$ cat config.mk
export PLATFORM = sky130hd
export DESIGN_NAME = bp_top
export DESIGN_NICKNAME = d
export VERILOG_FILES = /design/src/verilog/bp_params_pkg.sv /design/src/verilog/bp_types_pkg.sv /design/src/verilog/bp_if.sv /design/src/verilog/bp_btb.sv /design/src/verilog/bp_csr.sv /design/src/verilog/bp_history.sv /design/src/verilog/bp_pht.sv /design/src/verilog/bp_top.sv
export SDC_FILE = /design/constraint.sdc
export NUM_CORES = 2
export LEC_CHECK = 0
export ABC_AREA = 0
export ABC_CLOCK_PERIOD_IN_PS = 5100
export BUFFER_PORTS_ARGS = -buffer_cell sky130_fd_sc_hd__clkbuf_2
export CORE_MARGIN = 1
export CORE_UTILIZATION = 40
export DETAILED_ROUTE_END_ITERATION = 16
export PLACE_DENSITY_LB_ADDON = 0.25
export SETUP_SLACK_MARGIN = 0.2
export SLEW_MARGIN = 25
export SYNTH_ARGS = -nofsm -noshare
export SYNTH_HDL_FRONTEND = slang
export SYNTH_SLANG_ARGS = --single-unit
$ cat constraint.sdc
create_clock -name clock_i -period 5.1 [get_ports clock_i]
set_input_delay 0.51 -clock clock_i [delete_from_list [all_inputs] [get_ports clock_i]]
set_output_delay 0.51 -clock clock_i [all_outputs]
set_load 0.005 [all_outputs]
$ cat src/verilog/bp_params_pkg.sv
// Branch predictor parameters
// Table geometry, history width, program counter alignment
// Register map addresses and event counter width
package bp_params_pkg;

    //////////////////////////////
    // Predictor geometry
    //////////////////////////////

    // Global history length in bits
    localparam int BP_GHR_WIDTH     = 8;
    // PHT index width and depth
    localparam int BP_PHT_BITS      = 8;
    localparam int BP_PHT_ENTRIES   = 1 << BP_PHT_BITS;
    // Direct mapped BTB index width and depth
    localparam int BP_BTB_BITS      = 6;
    localparam int BP_BTB_ENTRIES   = 1 << BP_BTB_BITS;
    localparam int BP_BTB_TAG_BITS  = 8;
    // Word aligned fetch, low bits never index
    localparam int BP_PC_ALIGN_BITS = 2;
    localparam int BP_PC_WIDTH      = 32;

    //////////////////////////////
    // Register map
    //////////////////////////////

    localparam int BP_CSR_ADDR_WIDTH = 2;
    localparam logic [BP_CSR_ADDR_WIDTH-1:0] BP_CSR_CTRL        = 2'd0;
    localparam logic [BP_CSR_ADDR_WIDTH-1:0] BP_CSR_PRED_COUNT  = 2'd1;
    localparam logic [BP_CSR_ADDR_WIDTH-1:0] BP_CSR_TRAIN_COUNT = 2'd2;
    localparam logic [BP_CSR_ADDR_WIDTH-1:0] BP_CSR_MISS_COUNT  = 2'd3;
    // Event counters and register data path
    localparam int BP_COUNT_WIDTH = 32;

endpackage

$ cat src/verilog/bp_types_pkg.sv
// Branch predictor types
// Two bit counter state, BTB entry layout
// Program counter union with raw and field views
package bp_types_pkg;

    import bp_params_pkg::*;

    // Saturating counter, upper bit gives the direction
    typedef enum logic [1:0] {
        BP_STRONGLY_NOT_TAKEN = 2'd0,
        BP_WEAKLY_NOT_TAKEN   = 2'd1,
        BP_WEAKLY_TAKEN       = 2'd2,
        BP_STRONGLY_TAKEN     = 2'd3
    } bp_counter_e;

    // One BTB line, 41 bits
    typedef struct packed {
        logic                       valid;
        logic [BP_BTB_TAG_BITS-1:0] tag;
        logic [BP_PC_WIDTH-1:0]     target;
    } bp_btb_entry_t;

    // Bits above tag, index and alignment
    localparam int BP_PC_UNUSED_BITS =
        BP_PC_WIDTH - BP_BTB_TAG_BITS - BP_BTB_BITS - BP_PC_ALIGN_BITS;

    // BTB split of the fetch address
    typedef struct packed {
        logic [BP_PC_UNUSED_BITS-1:0] unused;
        logic [BP_BTB_TAG_BITS-1:0]   tag;
        logic [BP_BTB_BITS-1:0]       index;
        logic [BP_PC_ALIGN_BITS-1:0]  align;
    } bp_pc_fields_t;

    // Same word seen whole by the PHT, split by the BTB
    typedef union packed {
        logic [BP_PC_WIDTH-1:0] raw;
        bp_pc_fields_t          fields;
    } bp_pc_u;

endpackage

$ cat src/verilog/bp_if.sv
// Predictor interfaces
// Fetch request with prediction result
// Retiring branch for training and recovery
`timescale 1ns/1ps

interface bp_predict_if import bp_params_pkg::*; ();

    // From fetch
    logic                    valid;
    logic [BP_PC_WIDTH-1:0]  pc;
    // Prediction result
    logic                    taken;
    logic [BP_PC_WIDTH-1:0]  target;
    // History at the start of this cycle
    logic [BP_GHR_WIDTH-1:0] ghr_snapshot;

    modport pht (input valid, input pc, input ghr_snapshot);
    modport btb (input pc, output taken, output target);
    modport history (input valid, input taken, output ghr_snapshot);

endinterface

interface bp_train_if import bp_params_pkg::*; ();

    logic                    valid;
    logic [BP_PC_WIDTH-1:0]  pc;
    // History seen when this branch was fetched
    logic [BP_GHR_WIDTH-1:0] ghr_snapshot;
    logic                    actual_taken;
    logic [BP_PC_WIDTH-1:0]  actual_target;
    logic                    mispredict;

    // All consumers only read the retire stream
    modport pht (input valid, input pc, input ghr_snapshot, input actual_taken);
    modport btb (input valid, input pc, input actual_taken, input actual_target);
    modport history (input valid, input ghr_snapshot, input actual_taken, input mispredict);
    modport csr (input valid, input mispredict);

endinterface

$ cat src/verilog/bp_btb.sv
// Direct mapped branch target buffer
// Tag compare, final taken decision and next fetch target
`timescale 1ns/1ps

module bp_btb import bp_params_pkg::*, bp_types_pkg::*; (
    input  logic            clock_i,
    input  logic            reset_i,
    input  logic            flush_i,
    input  logic            enable_i,
    input  logic            pht_taken_i,
    bp_predict_if.btb       predict,
    bp_train_if.btb         train
);

    bp_btb_entry_t btb_q [BP_BTB_ENTRIES];
    bp_btb_entry_t pred_entry;
    bp_pc_u        pred_pc;
    bp_pc_u        train_pc;
    logic          pred_hit;

    assign pred_pc  = predict.pc;
    assign train_pc = train.pc;

    //////////////////////////////
    // Lookup
    //////////////////////////////

    assign pred_entry = btb_q[pred_pc.fields.index];
    assign pred_hit   = pred_entry.valid && (pred_entry.tag == pred_pc.fields.tag);

    // Taken needs enable, counter and a tag hit
    assign predict.taken  = enable_i && pht_taken_i && pred_hit;
    // Fall through to the next word otherwise
    assign predict.target = predict.taken ? pred_entry.target : predict.pc + 32'd4;

    //////////////////////////////
    // Allocation on taken retire
    //////////////////////////////

    always_ff @(posedge clock_i) begin
        if (reset_i || flush_i) begin
            // Clear marks every entry invalid
            for (int i = 0; i < BP_BTB_ENTRIES; i++) begin
                btb_q[i].valid <= 1'b0;
            end
        end else if (train.valid && train.actual_taken) begin
            btb_q[train_pc.fields.index].valid  <= 1'b1;
            btb_q[train_pc.fields.index].tag    <= train_pc.fields.tag;
            btb_q[train_pc.fields.index].target <= train.actual_target;
        end
    end

endmodule

$ cat src/verilog/bp_csr.sv
// Predictor register block
// Control word with enable and flush pulse
// Prediction, training and mispredict event counters
`timescale 1ns/1ps

module bp_csr import bp_params_pkg::*; (
    input  logic                         clock_i,
    input  logic                         reset_i,
    input  logic                         csr_write_i,
    input  logic [BP_CSR_ADDR_WIDTH-1:0] csr_addr_i,
    input  logic [BP_COUNT_WIDTH-1:0]    csr_wdata_i,
    bp_train_if.csr                      train,
    input  logic                         pred_valid_i,
    output logic [BP_COUNT_WIDTH-1:0]    csr_rdata_o,
    output logic                         enable_o,
    output logic                         flush_o
);

    logic                      enable_q;
    logic                      flush_q;
    logic [BP_COUNT_WIDTH-1:0] pred_count_q;
    logic [BP_COUNT_WIDTH-1:0] train_count_q;
    logic [BP_COUNT_WIDTH-1:0] miss_count_q;

    always_ff @(posedge clock_i) begin
        if (reset_i) begin
            enable_q      <= 1'b1;
            flush_q       <= 1'b0;
            pred_count_q  <= '0;
            train_count_q <= '0;
            miss_count_q  <= '0;
        end else begin
            // Flush lasts one cycle after the write
            flush_q <= csr_write_i && (csr_addr_i == BP_CSR_CTRL) && csr_wdata_i[1];
            if (csr_write_i && (csr_addr_i == BP_CSR_CTRL)) begin
                enable_q <= csr_wdata_i[0];
            end
            // Write clears, otherwise count the strobe
            if (csr_write_i && (csr_addr_i == BP_CSR_PRED_COUNT)) begin
                pred_count_q <= '0;
            end else if (pred_valid_i) begin
                pred_count_q <= pred_count_q + 1'b1;
            end
            if (csr_write_i && (csr_addr_i == BP_CSR_TRAIN_COUNT)) begin
                train_count_q <= '0;
            end else if (train.valid) begin
                train_count_q <= train_count_q + 1'b1;
            end
            if (csr_write_i && (csr_addr_i == BP_CSR_MISS_COUNT)) begin
                miss_count_q <= '0;
            end else if (train.valid && train.mispredict) begin
                miss_count_q <= miss_count_q + 1'b1;
            end
        end
    end

    // Read mux, flush bit always reads 0
    always_comb begin
        case (csr_addr_i)
            BP_CSR_CTRL:        csr_rdata_o = {{(BP_COUNT_WIDTH-1){1'b0}}, enable_q};
            BP_CSR_PRED_COUNT:  csr_rdata_o = pred_count_q;
            BP_CSR_TRAIN_COUNT: csr_rdata_o = train_count_q;
            default:            csr_rdata_o = miss_count_q;
        endcase
    end

    assign enable_o = enable_q;
    assign flush_o  = flush_q;

endmodule

$ cat src/verilog/bp_history.sv
// Global history register
// Speculative shift on prediction, restore on mispredicted retire
`timescale 1ns/1ps

module bp_history import bp_params_pkg::*; (
    input  logic            clock_i,
    input  logic            reset_i,
    input  logic            flush_i,
    bp_predict_if.history   predict,
    bp_train_if.history     train
);

    logic [BP_GHR_WIDTH-1:0] ghr_q;
    logic [BP_GHR_WIDTH-1:0] ghr_next;

    // Recovery outranks a same cycle fetch shift
    always_comb begin
        ghr_next = ghr_q;
        if (train.valid && train.mispredict) begin
            ghr_next = {train.ghr_snapshot[BP_GHR_WIDTH-2:0], train.actual_taken};
        end else if (predict.valid) begin
            ghr_next = {ghr_q[BP_GHR_WIDTH-2:0], predict.taken};
        end
    end

    always_ff @(posedge clock_i) begin
        if (reset_i || flush_i) begin
            ghr_q <= '0;
        end else begin
            ghr_q <= ghr_next;
        end
    end

    // Registered value, state at cycle start
    assign predict.ghr_snapshot = ghr_q;

endmodule

$ cat src/verilog/bp_pht.sv
// Gshare pattern history table
// Combinational direction lookup, saturating training at retire
`timescale 1ns/1ps

module bp_pht import bp_params_pkg::*, bp_types_pkg::*; (
    input  logic            clock_i,
    input  logic            reset_i,
    input  logic            flush_i,
    bp_predict_if.pht       predict,
    bp_train_if.pht         train,
    output logic            pht_taken_o
);

    bp_counter_e            pht_q [BP_PHT_ENTRIES];
    bp_pc_u                 pred_pc;
    bp_pc_u                 train_pc;
    logic [BP_PHT_BITS-1:0] pred_index;
    logic [BP_PHT_BITS-1:0] train_index;

    // Two bit saturating step
    function automatic bp_counter_e counter_next(bp_counter_e state, logic taken);
        bp_counter_e next_state;
        case (state)
            BP_STRONGLY_NOT_TAKEN: next_state = taken ? BP_WEAKLY_NOT_TAKEN : BP_STRONGLY_NOT_TAKEN;
            BP_WEAKLY_NOT_TAKEN:   next_state = taken ? BP_WEAKLY_TAKEN : BP_STRONGLY_NOT_TAKEN;
            BP_WEAKLY_TAKEN:       next_state = taken ? BP_STRONGLY_TAKEN : BP_WEAKLY_NOT_TAKEN;
            default:               next_state = taken ? BP_STRONGLY_TAKEN : BP_WEAKLY_TAKEN;
        endcase
        return next_state;
    endfunction

    // PC bits above alignment XOR history
    assign pred_pc     = predict.pc;
    assign train_pc    = train.pc;
    assign pred_index  = pred_pc.raw[BP_PC_ALIGN_BITS +: BP_PHT_BITS] ^ predict.ghr_snapshot;
    assign train_index = train_pc.raw[BP_PC_ALIGN_BITS +: BP_PHT_BITS] ^ train.ghr_snapshot;

    // Direction is the counter upper bit, only for a live request
    assign pht_taken_o = predict.valid & pht_q[pred_index][1];

    always_ff @(posedge clock_i) begin
        if (reset_i || flush_i) begin
            for (int i = 0; i < BP_PHT_ENTRIES; i++) begin
                pht_q[i] <= BP_STRONGLY_NOT_TAKEN;
            end
        end else if (train.valid) begin
            pht_q[train_index] <= counter_next(pht_q[train_index], train.actual_taken);
        end
    end

endmodule

$ cat src/verilog/bp_top.sv
// Branch predictor top level
// Port to interface binding, PHT, BTB, history and register block
`timescale 1ns/1ps

module bp_top import bp_params_pkg::*; (
    input  logic                         clock_i,
    input  logic                         reset_i,
    // Fetch request
    input  logic                         pred_valid_i,
    input  logic [BP_PC_WIDTH-1:0]       pred_pc_i,
    // Retire training
    input  logic                         train_valid_i,
    input  logic [BP_PC_WIDTH-1:0]       train_pc_i,
    input  logic [BP_GHR_WIDTH-1:0]      train_ghr_i,
    input  logic                         train_taken_i,
    input  logic [BP_PC_WIDTH-1:0]       train_target_i,
    input  logic                         train_mispredict_i,
    // Register access
    input  logic                         csr_write_i,
    input  logic [BP_CSR_ADDR_WIDTH-1:0] csr_addr_i,
    input  logic [BP_COUNT_WIDTH-1:0]    csr_wdata_i,
    // Prediction result
    output logic                         pred_taken_o,
    output logic [BP_PC_WIDTH-1:0]       pred_target_o,
    output logic [BP_GHR_WIDTH-1:0]      pred_ghr_o,
    output logic [BP_COUNT_WIDTH-1:0]    csr_rdata_o
);

    logic pht_taken;
    logic enable;
    logic flush;

    bp_predict_if predict_if ();
    bp_train_if   train_if ();

    //////////////////////////////
    // Ports into interfaces
    //////////////////////////////

    assign predict_if.valid      = pred_valid_i;
    assign predict_if.pc         = pred_pc_i;
    assign train_if.valid        = train_valid_i;
    assign train_if.pc           = train_pc_i;
    assign train_if.ghr_snapshot = train_ghr_i;
    assign train_if.actual_taken = train_taken_i;
    assign train_if.actual_target = train_target_i;
    assign train_if.mispredict   = train_mispredict_i;

    assign pred_taken_o  = predict_if.taken;
    assign pred_target_o = predict_if.target;
    assign pred_ghr_o    = predict_if.ghr_snapshot;

    bp_pht bp_pht_i (
        .clock_i     (clock_i),
        .reset_i     (reset_i),
        .flush_i     (flush),
        .predict     (predict_if.pht),
        .train       (train_if.pht),
        .pht_taken_o (pht_taken)
    );

    bp_btb bp_btb_i (
        .clock_i     (clock_i),
        .reset_i     (reset_i),
        .flush_i     (flush),
        .enable_i    (enable),
        .pht_taken_i (pht_taken),
        .predict     (predict_if.btb),
        .train       (train_if.btb)
    );

    bp_history bp_history_i (
        .clock_i (clock_i),
        .reset_i (reset_i),
        .flush_i (flush),
        .predict (predict_if.history),
        .train   (train_if.history)
    );

    bp_csr bp_csr_i (
        .clock_i      (clock_i),
        .reset_i      (reset_i),
        .csr_write_i  (csr_write_i),
        .csr_addr_i   (csr_addr_i),
        .csr_wdata_i  (csr_wdata_i),
        .train        (train_if.csr),
        .pred_valid_i (pred_valid_i),
        .csr_rdata_o  (csr_rdata_o),
        .enable_o     (enable),
        .flush_o      (flush)
    );

endmodule

# Word level (Yosys, flattened, before mapping)
# Memories as Yosys holds them, arrays and structs flattened.
# Cells that the tools add are included.
# Widths: inputs -> output; s select.
dict set report word_totals {
  regBits 106
  mem_bits_rw 3136
  input_bits 145
  output_inout_bits 73
  wordCells 65
  n_memories 2
}
dict set report classes {
  addsub 4
  eq_ne 6
  mux 25
  n_bitwise 3
  n_reduce_logical 19
}
# memory depth width read_ports rd_ports_with_merged_regs wr line
set memory_table {}
lappend memory_table {bp_btb_i.btb_q 64 41 1 0 64 bp_btb.sv:15} ;# bp_btb_entry_t btb_q [BP_BTB_ENTRIES];
lappend memory_table {bp_pht_i.pht_q 256 2 2 0 256 bp_pht.sv:14} ;# bp_counter_e pht_q [BP_PHT_ENTRIES];
# op count
set op_table {}
lappend op_table {{$add 32x1->32 const B} 3}
lappend op_table {{$pmux 32 s3} 1}
lappend op_table {{$mux 41} 1}
lappend op_table {{$reduce_or 41->1} 1}
lappend op_table {{$add 32x3->32 const B} 1}
lappend op_table {{$mux 32} 1}
lappend op_table {{$mux 8} 3}
lappend op_table {{$xor 8x8->8} 2}
lappend op_table {{$mux 2} 6}
lappend op_table {{$mux 1} 11}
lappend op_table {{$logic_and 1x1->1} 10}
lappend op_table {{$eq 8x8->1} 1}
lappend op_table {{$reduce_or 2->1} 4}
lappend op_table {{$eq 2x2->1 const B} 3}
lappend op_table {{$mux 6} 1}
lappend op_table {{$pmux 2 s3} 1}
lappend op_table {{$eq 2x1->1 const B} 2}
lappend op_table {{$logic_not 2->1} 2}
lappend op_table {{$reduce_bool 2->1} 1}
lappend op_table {{$and 1x1->1} 1}
lappend op_table {{$logic_or 1x1->1} 1}

# Depth between registers and ports, before layout
# An unclocked memory read counts as a cell.
dict set report depth {
  depth_word 7
  depth_mapped 16
}

# Hierarchy
# From an unflattened synthesis, not the netlist that was laid out.
dict set report hier_totals {
  hier_cells 7335
  hier_area_um2 133307.9
}
# mod n_inst cells_per_inst area_per_inst_um2 seq_area_each_um2
set modules_own_cells {}
lappend modules_own_cells {bp_btb 1 4169 101021.9 78155.0}
lappend modules_own_cells {bp_pht 1 2491 26502.9 15374.7}
lappend modules_own_cells {bp_csr 1 639 5372.7 1961.9}
lappend modules_own_cells {bp_history 1 36 410.4 160.2}

# Least setup slack after synthesis
# OpenSTA, ideal clock, no wires.
dict set report synth_path {
  kind {input port to output port}
  start {input port pred_pc_i[2]}
  end {output port pred_target_o[15]}
  t_arrival_ns 4.275
  t_required_ns 4.590
  path_slack_ns 0.315
  cell_stages 11
  path_buffers 7
  cell_sequence {buf_2 > buf_2 > buf_2 > buf_2 > buf_2 > buf_2 > buf_1 > mux4_2 > mux4_2 > mux4_2 > mux2_2}
}
dict set report synth_between {
  elab_chain_cells 6
  elab_cells_between_ends 10
}
# element line
set synth_lines {}
lappend synth_lines {{from (decl)} bp_top.sv:10} ;# input logic [BP_PC_WIDTH-1:0] pred_pc_i,
lappend synth_lines {{$xor 8x8->8} bp_pht.sv:35} ;# assign pred_index = pred_pc.raw[BP_PC_ALIGN_BITS +: BP_PHT_BITS] ^ predict.ghr_snapshot;
lappend synth_lines {{$mem_v2 256x2} --}
lappend synth_lines {{$and 1x1->1} bp_pht.sv:39} ;# assign pht_taken_o = predict.valid & pht_q[pred_index][1];
lappend synth_lines {{$logic_and 1x1->1 (2 in series)} bp_btb.sv:32} ;# assign predict.taken = enable_i && pht_taken_i && pred_hit;
lappend synth_lines {{$mux 32 *} bp_btb.sv:34} ;# assign predict.target = predict.taken ? pred_entry.target : predict.pc + 32'd4;
lappend synth_lines {{to (decl)} bp_top.sv:24} ;# output logic [BP_PC_WIDTH-1:0] pred_target_o,
# Every way passes the cells marked *; elsewhere a longest branch is shown, timed or not.

# Worst setup path in the final report
dict set report layout_path {
  start {register bp_history_i.ghr_q[0], in the netlist bp_history_i.predict.ghr_snapshot[0]}
  end {output port pred_target_o[15]}
}
dict set report layout_between {
  elab_chain_cells 6
}
# element line
set layout_lines {}
lappend layout_lines {{from (decl)} bp_history.sv:13} ;# logic [BP_GHR_WIDTH-1:0] ghr_q;
lappend layout_lines {{from (signal assigned)} bp_history.sv:30} ;# ghr_q <= ghr_next;
lappend layout_lines {{$xor 8x8->8} bp_pht.sv:35}
lappend layout_lines {{$mem_v2 256x2} --}
lappend layout_lines {{$and 1x1->1} bp_pht.sv:39}
lappend layout_lines {{$logic_and 1x1->1 (2 in series)} bp_btb.sv:32}
lappend layout_lines {{$mux 32} bp_btb.sv:34}
# No other way between the ends.

==> reports/metrics.csv <==
metric;value;unit
Setup crit start kind;flop;
Final Setup Violations;8;
pin count of the biggest net entering global routing;102;
Crit-path slowest cell;mux4_2;
Total Neg Setup Slack;-0.133;ns
die width;578;µm
Max stage delay on crit path;0.49;ns
Tot GR Track Use;23.7;%
vias;73400;
syn avg cell area;18.8;µm²
flop-to-flop setup slack;1.05;ns
DR pass1 iterations;6;
Root Buffer;clkbuf_16;
clk slew on worst S/H paths;0.06;ns
clock buffer depth;4;
Clock Skew;0.0635;ns
layout net count;7695;
Routed WL;398000;µm
area share of the largest cell type after synthesis;69.6;%
DP HPWL;232000;µm
Crit path required time;4.59;ns
CTS tree;yes;
GR Overflow Total;0;
Core Rows;211;
Num CTS Buffers;344;
Slew Viols, Final;0;
Yosys reg bits;3242;
core area;0.330;mm²
pre-CTS WS;-0.0798;ns
Worst slew margin;20.0;%
routed len/inst;32.6;µm
Worst Tran Pin Value;1.20;ns
min setup slack post-route;-0.0414;ns
WHS Path Cells;3;
power per standard cell area;382;mW/mm²
worst path cell trace;xor2_4 > buf_12 > buf_16 > buf_6 > mux4_2 > mux2i_2 > mux2i_2 > a22oi_2 > nand4b_1 > buf_6 > and4b_1 > and4b_4 > buf_12 > buf_16 > mux2_4 > clkbuf_2;
Sink Count;3242;
Post-synth top flop;edfxtp_1;
GPL Wtd Cong;0.883;
final core occ;46.5;%
peak supply drop;0.294;mV
startpoint of the worst-slack reg-to-reg timing path;bp_csr_i.flush_o;
Die ar.;0.334;mm²
top cells by area, synth;edfxtp_1 70%, mux4_2 17%, dfxtp_1 2.6%;
Netlist Area Pre-Place;0.133;mm²
antenna violations before repair;26;
CTS H-Tree Depth;5;
layout cells sized above 1;29.1;%
R2R depth;9;
RR Endpoint;bp_btb_i.btb_q[9][5];
Vias/cell;6.01;
share of flip-flops with an asynchronous set or reset;0;%
fin crit share;101;%
CP Data Arrival Time;4.63;ns
latest clock arrival within the worst-skew pair;0.94;ns
static leakage;50.0;nW
crit end category;primary output;
starting density of the core;40.2;%
sequential-to-total area share from yosys stat;72.1;%
Worst Min Path Start;train_valid_i;
post-route cell area;0.154;mm²
io pins;218;
Worst Hold End;bp_csr_i.train_count_q[1];
global-route wire length before repair;556000;µm
failing checks;setup timing;
placed standard-cell area;0.142;mm²
distinct cell type count after synthesis;69;
post-synthesis cell count;7044;
crit path time final;5.14;ns
syn_nets;7193;
die span in y;578;µm
leading area contributor after synthesis;edfxtp_1;
number of port buffers;169;
vias in the first global route;72500;
RSZ-0062 raised after global routing;true;
Routed Antenna Nets;0;
result of the run;finished with violations;
Fmax achieved;0.194;GHz
Ys Warns;0;
drt initial violations;9018;
DRC violations left;0;
Max Cap Viol;0;
Post-synth EDFFs;3072;
min-delay worst type;in -> reg;
Fin. Hold Viols;0;
Max FO, Critical Path;7;
Synth-to-Final Area Change;15.8;%
crit path kind;reg -> out;
## registers in the layout (all words and copies together), names as in the netlist
signal                             flops
bp_btb_i.btb_q                      2624
bp_pht_i.pht_q                       512
bp_csr_i.miss_count_q                 32
bp_csr_i.pred_count_q                 32
bp_csr_i.train_count_q                32
bp_history_i.predict.ghr_snapshot      8
bp_csr_i.enable_o                      1
bp_csr_i.flush_o                       1
## cell usage in the layout, fill, tap and decap left out, drive strengths merged, types with 17 or more instances in the layout
cell and instances:
and3 21, clkinv 141, a22o 34, mux2i 103, o21ai 70, nor2b 17
edfxtp 3072, inv 28, nand4 43, a21oi 40, mux4 988, buf 449
a22oi 21, dfxtp 170, or3 23, nor3 97, mux2 81, xor2 83
clkbuf 576, xnor2 58, bufinv 22, nand3 82, nor2 700, nand2 655
a21o 65
## cells in the mapped netlist, types with 40 or more instances
cell      instances
xor2_1           83
edfxtp_1       3072
nand2_1         655
buf_2           148
nand3_1          82
a21oi_1          40
mux4_2          988
nor3_1           77
mux2i_1         103
clkbuf_1        234
mux2_2           81
xnor2_1          57
dfxtp_1         170
nor2_1          700
a21o_1           65
o21ai_0          70
nand4_1          43
## where the power goes
part	switching, mW	leakage (nW)	total, mW	internal [mW]
clock network	10.5	5.34	24.5	14.0
logic	2.86	15.0	4.68	1.82
registers	0.104	29.7	29.4	29.3
total	13.4	50.0	58.6	45.2
## worst max-delay path: cells and delay by family, from the launching register on
family / cells / cell delay (ns)
muxes: 4 / 1.14
buffers and inverters: 7 / 1.09
and+or+nand+nor: 3 / 0.67
DFF: 1 / 0.38
AOI/OAI and AO/OA: 1 / 0.21
xor gates and xnor gates: 1 / 0.17
## layout make-up
| cell class | count | area, µm² |
|---|---|---|
| Fill cell | 27600 | 176000 |
| Sequential cell | 3242 | 95700 |
| Multi-Input combinational cell | 3353 | 35900 |
| Clock buffer | 449 | 9300 |
| Timing Repair Buffer | 590 | 5470 |
| Tap cell | 4366 | 5460 |
| Clock inverter | 185 | 1630 |
| Inverter | 15 | 63.8 |
| Antenna cell | 12 | 30.0 |
## cells by family after synthesis
logic type | synth area share [%]
buf+inv | 1.46
fa+ha+maj | 0.0538
compound gates | 1.75
mux | 18.2
xor+xnor | 0.937
simple gates | 5.43
flops | 72.1
## metrics by stage
step	instances	total power [mW]	hold WS, ns
after floorplan	7044	32.6	0.421
after global placement	11500	34.5	0.428
after detailed placement	11500	34.6	0.434
after CTS	12200	58.9	0.0111
after global routing	12200	60.2	0.0475
final	12200	58.6	0.0634
## per-layer routing
| layer | GRT usage, % | part of all wire, % | up-vias | routed length, µm |
|---|---|---|---|---|
| met3 | 4.58 | 9.3 | 711 | 37100 |
| met5 | 0 | 0.023 | - | 91 |
| met2 | 37.6 | 47 | 3783 | 188000 |
| met4 | 7.94 | 3.6 | 14 | 14400 |
| met1 | 33.0 | 40 | 39400 | 159000 |
| li1 | - | - | 29500 | - |
## how the worst max path moves through the flow
stage	slack (ns)	start	endpoint
after global placement	-0.21	pred_pc_i[2]	pred_target_o[2]
final	-0.04	bp_history_i.predict.ghr_snapshot[0]	pred_target_o[15]
after global routing	-0.13	bp_history_i.predict.ghr_snapshot[0]	pred_target_o[15]
after CTS	-0.07	bp_history_i.predict.ghr_snapshot[0]	pred_target_o[2]
after detailed placement	-0.08	pred_pc_i[2]	pred_target_o[2]
after floorplan	0.32	pred_pc_i[2]	pred_target_o[15]
## repair_timing
action | 4_1_cts | 5_1_grt
hold buffers | 13 | 1
setup buffers | 15 | 1
hold endpoints to repair | 11 | 13
endpoints found under the setup margin | 33 | 32
resized for setup | 31 | 17
pin swaps | 6 | 4
cloned | 3 | 0
Note: power is estimated with default switching activity, not from simulation.
